<file path="config.mk">
export PLATFORM = sky130hd
export DESIGN_NAME = param_regs
export DESIGN_NICKNAME = d
export VERILOG_FILES = /design/src/hw/kinpira_pkg.sv /design/src/hw/param_regs.sv
export SDC_FILE = /design/constraint.sdc
export NUM_CORES = 1
export LEC_CHECK = 0
export BUFFER_PORTS_ARGS = -buffer_cell sky130_fd_sc_hd__buf_2
export CAP_MARGIN = 10
export CORE_MARGIN = 3
export CORE_UTILIZATION = 51
export CTS_CLUSTER_SIZE = 14
export DETAILED_ROUTE_END_ITERATION = 7
export PLACE_DENSITY = 0.9
export SLEW_MARGIN = 10
export SYNTH_ARGS = -nofsm -noshare
export SYNTH_HDL_FRONTEND = slang
export SYNTH_SLANG_ARGS = --single-unit
</file>
<file path="constraint.sdc">
create_clock -name clk -period 4.1 [get_ports clk]
set_input_delay 0.82 -clock clk [delete_from_list [all_inputs] [get_ports clk]]
set_output_delay 0.82 -clock clk [all_outputs]
set_load 0.05 [all_outputs]
</file>
<file path="src/hw/kinpira_pkg.sv">
package kinpira_pkg;

  // Default widths, the top level passes these down
  localparam int DWIDTH  = 16;
  localparam int IMGSIZE = 10;
  localparam int NETSIZE = 10;
  localparam int LWIDTH  = 8;

  localparam int REG_AWIDTH = 4;

  // Host register map
  typedef enum logic [REG_AWIDTH-1:0] {
    REG_WHICH      = 0,
    REG_REQ        = 1,
    REG_IN_OFFSET  = 2,
    REG_OUT_OFFSET = 3,
    REG_NET_OFFSET = 4,
    REG_TOTAL_OUT  = 5,
    REG_TOTAL_IN   = 6,
    // Read only, bit 0 ack, bits 2:1 registered which
    REG_STATUS     = 15
  } reg_addr_t;

  // Owner of the image memory
  typedef enum logic [1:0] {
    WHICH_HOST  = 0,
    WHICH_GOBOU = 1
  } which_t;

  // Dense engine states
  typedef enum logic [1:0] {
    S_IDLE,
    S_MAC,
    S_DRAIN,
    S_WRITE
  } gobou_state_t;

endpackage

</file>
<file path="src/hw/param_regs.sv">
`timescale 1ns/10ps

module param_regs #(
  parameter int IMGSIZE = kinpira_pkg::IMGSIZE,
  parameter int NETSIZE = kinpira_pkg::NETSIZE,
  parameter int LWIDTH  = kinpira_pkg::LWIDTH
) (
  input  logic                               clk,
  input  logic                               xrst,
  input  logic                               reg_we,
  input  logic                               reg_re,
  input  logic [kinpira_pkg::REG_AWIDTH-1:0] reg_addr,
  input  logic [31:0]                        reg_wdata,
  input  logic                               busy,
  output logic [31:0]                        reg_rdata,
  output logic                               reg_rvalid,
  output kinpira_pkg::which_t                which,
  output logic                               start,
  output logic [IMGSIZE-1:0]                 in_offset,
  output logic [IMGSIZE-1:0]                 out_offset,
  output logic [NETSIZE-1:0]                 net_offset,
  output logic [LWIDTH-1:0]                  total_out,
  output logic [LWIDTH-1:0]                  total_in
);

  logic                req_hit;
  kinpira_pkg::which_t r_which;

  assign req_hit = reg_we && reg_addr == kinpira_pkg::REG_REQ && reg_wdata[0];

  always_ff @(posedge clk) begin
    if (!xrst) begin
      which      <= kinpira_pkg::WHICH_HOST;
      in_offset  <= '0;
      out_offset <= '0;
      net_offset <= '0;
      total_out  <= '0;
      total_in   <= '0;
    end else if (reg_we) begin
      case (reg_addr)
        kinpira_pkg::REG_WHICH:      which      <= kinpira_pkg::which_t'(reg_wdata[1:0]);
        kinpira_pkg::REG_IN_OFFSET:  in_offset  <= reg_wdata[IMGSIZE-1:0];
        kinpira_pkg::REG_OUT_OFFSET: out_offset <= reg_wdata[IMGSIZE-1:0];
        kinpira_pkg::REG_NET_OFFSET: net_offset <= reg_wdata[NETSIZE-1:0];
        kinpira_pkg::REG_TOTAL_OUT:  total_out  <= reg_wdata[LWIDTH-1:0];
        kinpira_pkg::REG_TOTAL_IN:   total_in   <= reg_wdata[LWIDTH-1:0];
        default: ;
      endcase
    end
  end

  // Only the engine owner may kick a layer, one pulse per request
  always_ff @(posedge clk) begin
    if (!xrst) begin
      start <= 1'b0;
    end else begin
      start <= req_hit && which == kinpira_pkg::WHICH_GOBOU && !busy && !start;
    end
  end

  always_ff @(posedge clk) begin
    if (!xrst) begin
      reg_rvalid <= 1'b0;
      r_which    <= kinpira_pkg::WHICH_HOST;
    end else begin
      reg_rvalid <= reg_re;
      r_which    <= which;
    end
  end

  always_ff @(posedge clk) begin
    if (reg_re) begin
      case (reg_addr)
        kinpira_pkg::REG_WHICH:      reg_rdata <= {30'd0, which};
        kinpira_pkg::REG_IN_OFFSET:  reg_rdata <= 32'(in_offset);
        kinpira_pkg::REG_OUT_OFFSET: reg_rdata <= 32'(out_offset);
        kinpira_pkg::REG_NET_OFFSET: reg_rdata <= 32'(net_offset);
        kinpira_pkg::REG_TOTAL_OUT:  reg_rdata <= 32'(total_out);
        kinpira_pkg::REG_TOTAL_IN:   reg_rdata <= 32'(total_in);
        kinpira_pkg::REG_STATUS:     reg_rdata <= {29'd0, r_which, ~busy};
        default:                     reg_rdata <= '0;
      endcase
    end
  end

  // Engine never sees a second kick mid-layer
  start_while_busy: assert property (@(posedge clk) disable iff (!xrst)
    !(start && busy));

endmodule

</file>
## Word-level counts from Yosys, hierarchy flattened

Cells that the tools add are included.

- Add/sub/neg operators: 0
- $lt $le $gt $ge: 0
- Reductions and logical operators: 14
- Multiplexer cells: 1
- Bitwise gates (word level): 1
- Shifts and indexed selects: 0
- Equal/unequal tests: 8
- Div/mod/pow operators: 0
- $mul: 0

Operator list:

| cell | number |
|---|---|
| $pmux W10 S7 | 1 |
| $eq A4 B3 Y1 const B | 3 |
| $reduce_and A2 Y1 | 6 |
| $eq A4 B2 Y1 const B | 2 |
| $logic_and A1 B1 Y1 | 5 |
| $eq A4 B1 Y1 const B | 1 |
| $eq A4 B4 Y1 const B | 1 |
| $logic_not A4 Y1 | 1 |
| $eq A2 B1 Y1 const B | 1 |
| $logic_not A1 Y1 | 2 |
| $not A1 Y1 | 1 |

- Input bits: 41
- Register bits after elaboration: 84
- Word-level logic and storage cells: 34
- Memory bits (read-only): 0
- Output and inout bits: 82
- Memories kept: 0
- Bits in latches: 0
- RAM bits: 0

## Logic depth before layout (Yosys ltp)

- Depth in word-level cells: 6
- Gate-level depth with buffers: 6
- Gate-level depth less buffers: 4

## Least setup slack after synthesis

OpenSTA, ideal clock, no wires.

- Path kind: input-to-reg
- From: input reg_addr[0] (netlist name)
- To: register reg_rdata[2], data pin
- Library setup time: 274 ps
- Buffers on the path: 2
- Slack: 2128 ps
- Data required time: 3826 ps
- Data arrival time: 1698 ps
- Stages on the path: 5
- Cells stage by stage: buf_2 > clkbuf_1 > nor3_1 > a22oi_1 > o221ai_1

- Cells in the longest elaborated chain, start to end: 2
- Elaborated cells on any way between the ends: 8
- Those cells by class: eq/ne: 6; mux: 1; reduce/logical: 1

Ends and longest elaborated chain:

| element | line | text |
|---|---|---|
| from (decl) | param_regs.sv:12 | `input logic [kinpira_pkg::REG_AWIDTH-1:0] reg_addr,` |
| $eq A4 B4 Y1, or another cell as far along | param_regs.sv:73 | `case (reg_addr)` |
| $pmux W10 S7 (*) | param_regs.sv:73 |  |
| to (signal assigned) | param_regs.sv:74 | `kinpira_pkg::REG_WHICH: reg_rdata <= {30'd0, which};` |
| to (signal assigned) | param_regs.sv:75 | `kinpira_pkg::REG_IN_OFFSET: reg_rdata <= 32'(in_offset);` |
| to (signal assigned) | param_regs.sv:76 | `kinpira_pkg::REG_OUT_OFFSET: reg_rdata <= 32'(out_offset);` |
| to (decl) | param_regs.sv:15 | `output logic [31:0] reg_rdata,` |

Mark *: on every way between the ends. The rest lies on a longest branch, timed or not.
A chain may end at the register's enable or synchronous reset.

## Worst setup path after layout

- From: input reg_addr[3] (netlist name)
- To: register net_offset[3]

- Cells in the longest elaborated chain, start to end: 2

Ends and longest elaborated chain:

| element | line | text |
|---|---|---|
| $eq A4 B3 Y1 | param_regs.sv:40 | `case (reg_addr)` |
| $reduce_and A2 Y1 (no source line) | - |  |
| to (signal assigned) | param_regs.sv:44 | `kinpira_pkg::REG_NET_OFFSET: net_offset <= reg_wdata[NETSIZE-1:0];` |
| to (decl) | param_regs.sv:21 | `output logic [NETSIZE-1:0] net_offset,` |

Every way passes these cells.

==> impl_metrics.yaml <==
status:
  status: "completed"
synthesis:
  seq_area_frac_synth_pct: 46.9
  synth_edf_count: 10
  yosysMostFrequentCell: "dfxtp_1"
  ys_ff_latch: 62
  synthTopCellsByCount: "dfxtp_1 (52), nor2b_1 (32), mux2i_1 (31)"
  syn_area_mm2: 0.00286
  async_flop_share_pct: 0
  synth_ff_type: "dfxtp_1"
  avgSynthCellArea_um2: 9.87
  yosys.area.top_type_share_pct: 36.4
  synth_cell_type_count: 37
  synth_cells: 290
  synth_warnings: 0
  synth_area_leaders: "dfxtp_1 (36%), mux2i_1 (11%), edfxtp_1 (10%)"
  synth_top_area_cell: "dfxtp_1"
sta:
  finClkSkew_ps: 4.35
  fmax_mhz: 428
  finalSetupViolCount: 0
  relSlewSlack_pct: 51.2
  drv_slew: 0
  holdWs_ps: 496
  min_period_over_period_pct: 57.0
  tightest_slew_ps: 732
  final_hold_viol_count: 0
  rsz0062_at_grt: "no"
  setup-tns-final_ps: 0
  fin_crit_ps: 2340
power:
  leakagePower_nw: 1.57
  total_power_mw: 1.51
  vdd_ir_drop_max_mv: 0.209
  powerDensity_mw_per_mm2: 438
drt:
  wl_met2_um: 3630
  first_pass_iters: 6
  top_layer: "met4"
  drt-wirelength-per-cell_um: 17.0
  via_count: 2447
  drt_iter0_markers: 144
  final_antenna_net_count: 0
  drc: 0
  met1_length_um: 3000
  vias_per_cell: 5.60
  wirelength_um: 7420
  wl_met3_um: 638
global_route:
  grt-ovfl-total: 0
  grt_antenna_before_repair: 0
  grt_pass1_wl_um: 11500
  first_global_vias: 2311
  groute.usage.overall_pct: 23.7
  grt_max_degree: 52
clocking:
  clk_pin_slew_ps: 70
  postCtsSetupBuffers: 0
  clockBufferDepth: 2
  insertion_delay_ps: 340
  cts_resized: 0
  cts_made_buffers: 9
  numClockSinks: 62
  postCtsHoldBufs: 0
  clockRootBuffer: "clkbuf_8"
  htree_levels: 3
  cts_tree: "yes"
die:
  placementRows: 26
  io_pins: 123
  die-area_mm2: 0.00655
  start_util_pct: 54.3
  core_mm2: 0.00527
  die_width_um: 80.9
  dieHeight_um: 80.9
critical_path:
  crit_chain: "buf_2 > nand3b_1 > or3_1 > mux2i_1 > nor2b_1"
  critPathMaxFanout: 13
  end_kind: "register"
  required_ps: 4370
  slowest_stage: "or3_1"
  start_kind: "input pin"
  max_stage_delay_ps: 760
  critPathKind: "in -> reg"
  worstPathArrival_ps: 2600
finish:
  final_util_pct: 65.4
  diodes: 0
  nNetsFinal: 403
  drive_gt1_share_pct: 27.0
  syn2layout_area_growth_pct: 20.4
placement:
  dpl.hpwl_um: 5060
  io_buffers: 78
  gp_congestion: 0.859
worst_hold_path:
  min_path_type: "reg -> reg"
flow_run:
  drv_cap: 0
[logic make-up after synthesis]
family | count (synthesis) | synth area share (%)
flops | 62 | 46.9
compound gates | 70 | 16.6
mux | 33 | 12.0
buf+inv | 40 | 8.44
other cells | 1 | 0.131
simple gates | 84 | 16.0
[placed cells by master, fill, tap and decap left out, types with 4 or more instances in the layout]
| cell type | count |
|---|---|
| a21boi_0 | 20 |
| a21oi_1 | 4 |
| a22o_1 | 5 |
| a22oi_1 | 8 |
| buf_2 | 78 |
| bufinv_16 | 4 |
| clkbuf_8 | 9 |
| conb_1 | 22 |
| dfxtp_1 | 52 |
| edfxtp_1 | 10 |
| mux2i_1 | 31 |
| nand2_1 | 27 |
| nor2_1 | 4 |
| nor2b_1 | 32 |
| o21ai_0 | 24 |
[power breakdown]
part	internal, mW	switching [mW]	leakage (nW)
logic	0.0353	0.136	0.925
registers	0.628	0.00565	0.523
clock network	0.462	0.243	0.127
total	1.13	0.384	1.57
[registers in the layout (all words and copies together), names as in the netlist]
| register | flops |
|---|---|
| reg_rvalid | 1 |
| net_offset | 10 |
| total_in | 8 |
| total_out | 8 |
| reg_rdata | 10 |
| start | 1 |
| out_offset | 10 |
| r_which | 2 |
| which | 2 |
| in_offset | 10 |
[worst max-delay path, delay by kind of cell]
kind                   cells  cell delay (ps)
multiplexers               1              210
AND/OR/NAND/NOR            3             1390
buffers and inverters      1              170
[path summary, 6_finish.rpt]
path                              start                         end  slack (ps)  cells after the start
setup / recovery            reg_addr[3]  net_offset[3]$_SDFFE_PN0P_        1760                      5
hold / removal    which[0]$_SDFFE_PN0P_       r_which[0]$_SDFF_PN0_         500                      2
setup reg to reg  which[1]$_SDFFE_PN0P_            start$_SDFF_PN0_        2810                      2
hold reg to reg   which[0]$_SDFFE_PN0P_       r_which[0]$_SDFF_PN0_         500                      2
[stage by stage]
stage / std cells / setup slack [ps] / instance area [µm²]
6_report: 437 / 1760 / 3450
5_1_grt: 437 / 1620 / 3450
4_1_cts: 437 / 1780 / 3450
3_5_place_dp: 421 / 1450 / 3190
3_3_place_gp: 421 / 1460 / 3190
2_1_floorplan: 311 / 2130 / 2940
[per-layer routing]
| layer | track usage [%] | vias up |
|---|---|---|
| met3 | 6.32 | 16 |
| met2 | 39.6 | 134 |
| met4 | 9.46 | 0 |
| li1 | - | 1123 |
| met1 | 29.1 | 1174 |
| met5 | 0 | - |
[area by class of cell]
class | instances | area (µm²)
fillers | 435 | 1820
multi-input cells | 209 | 1360
flip-flops and latches | 62 | 1340
repair buffers | 78 | 390
clock inverters | 7 | 136
clock buffers | 9 | 124
well taps | 70 | 87.6
inverters | 2 | 7.51
Note: power is estimated with default switching activity, not from simulation.
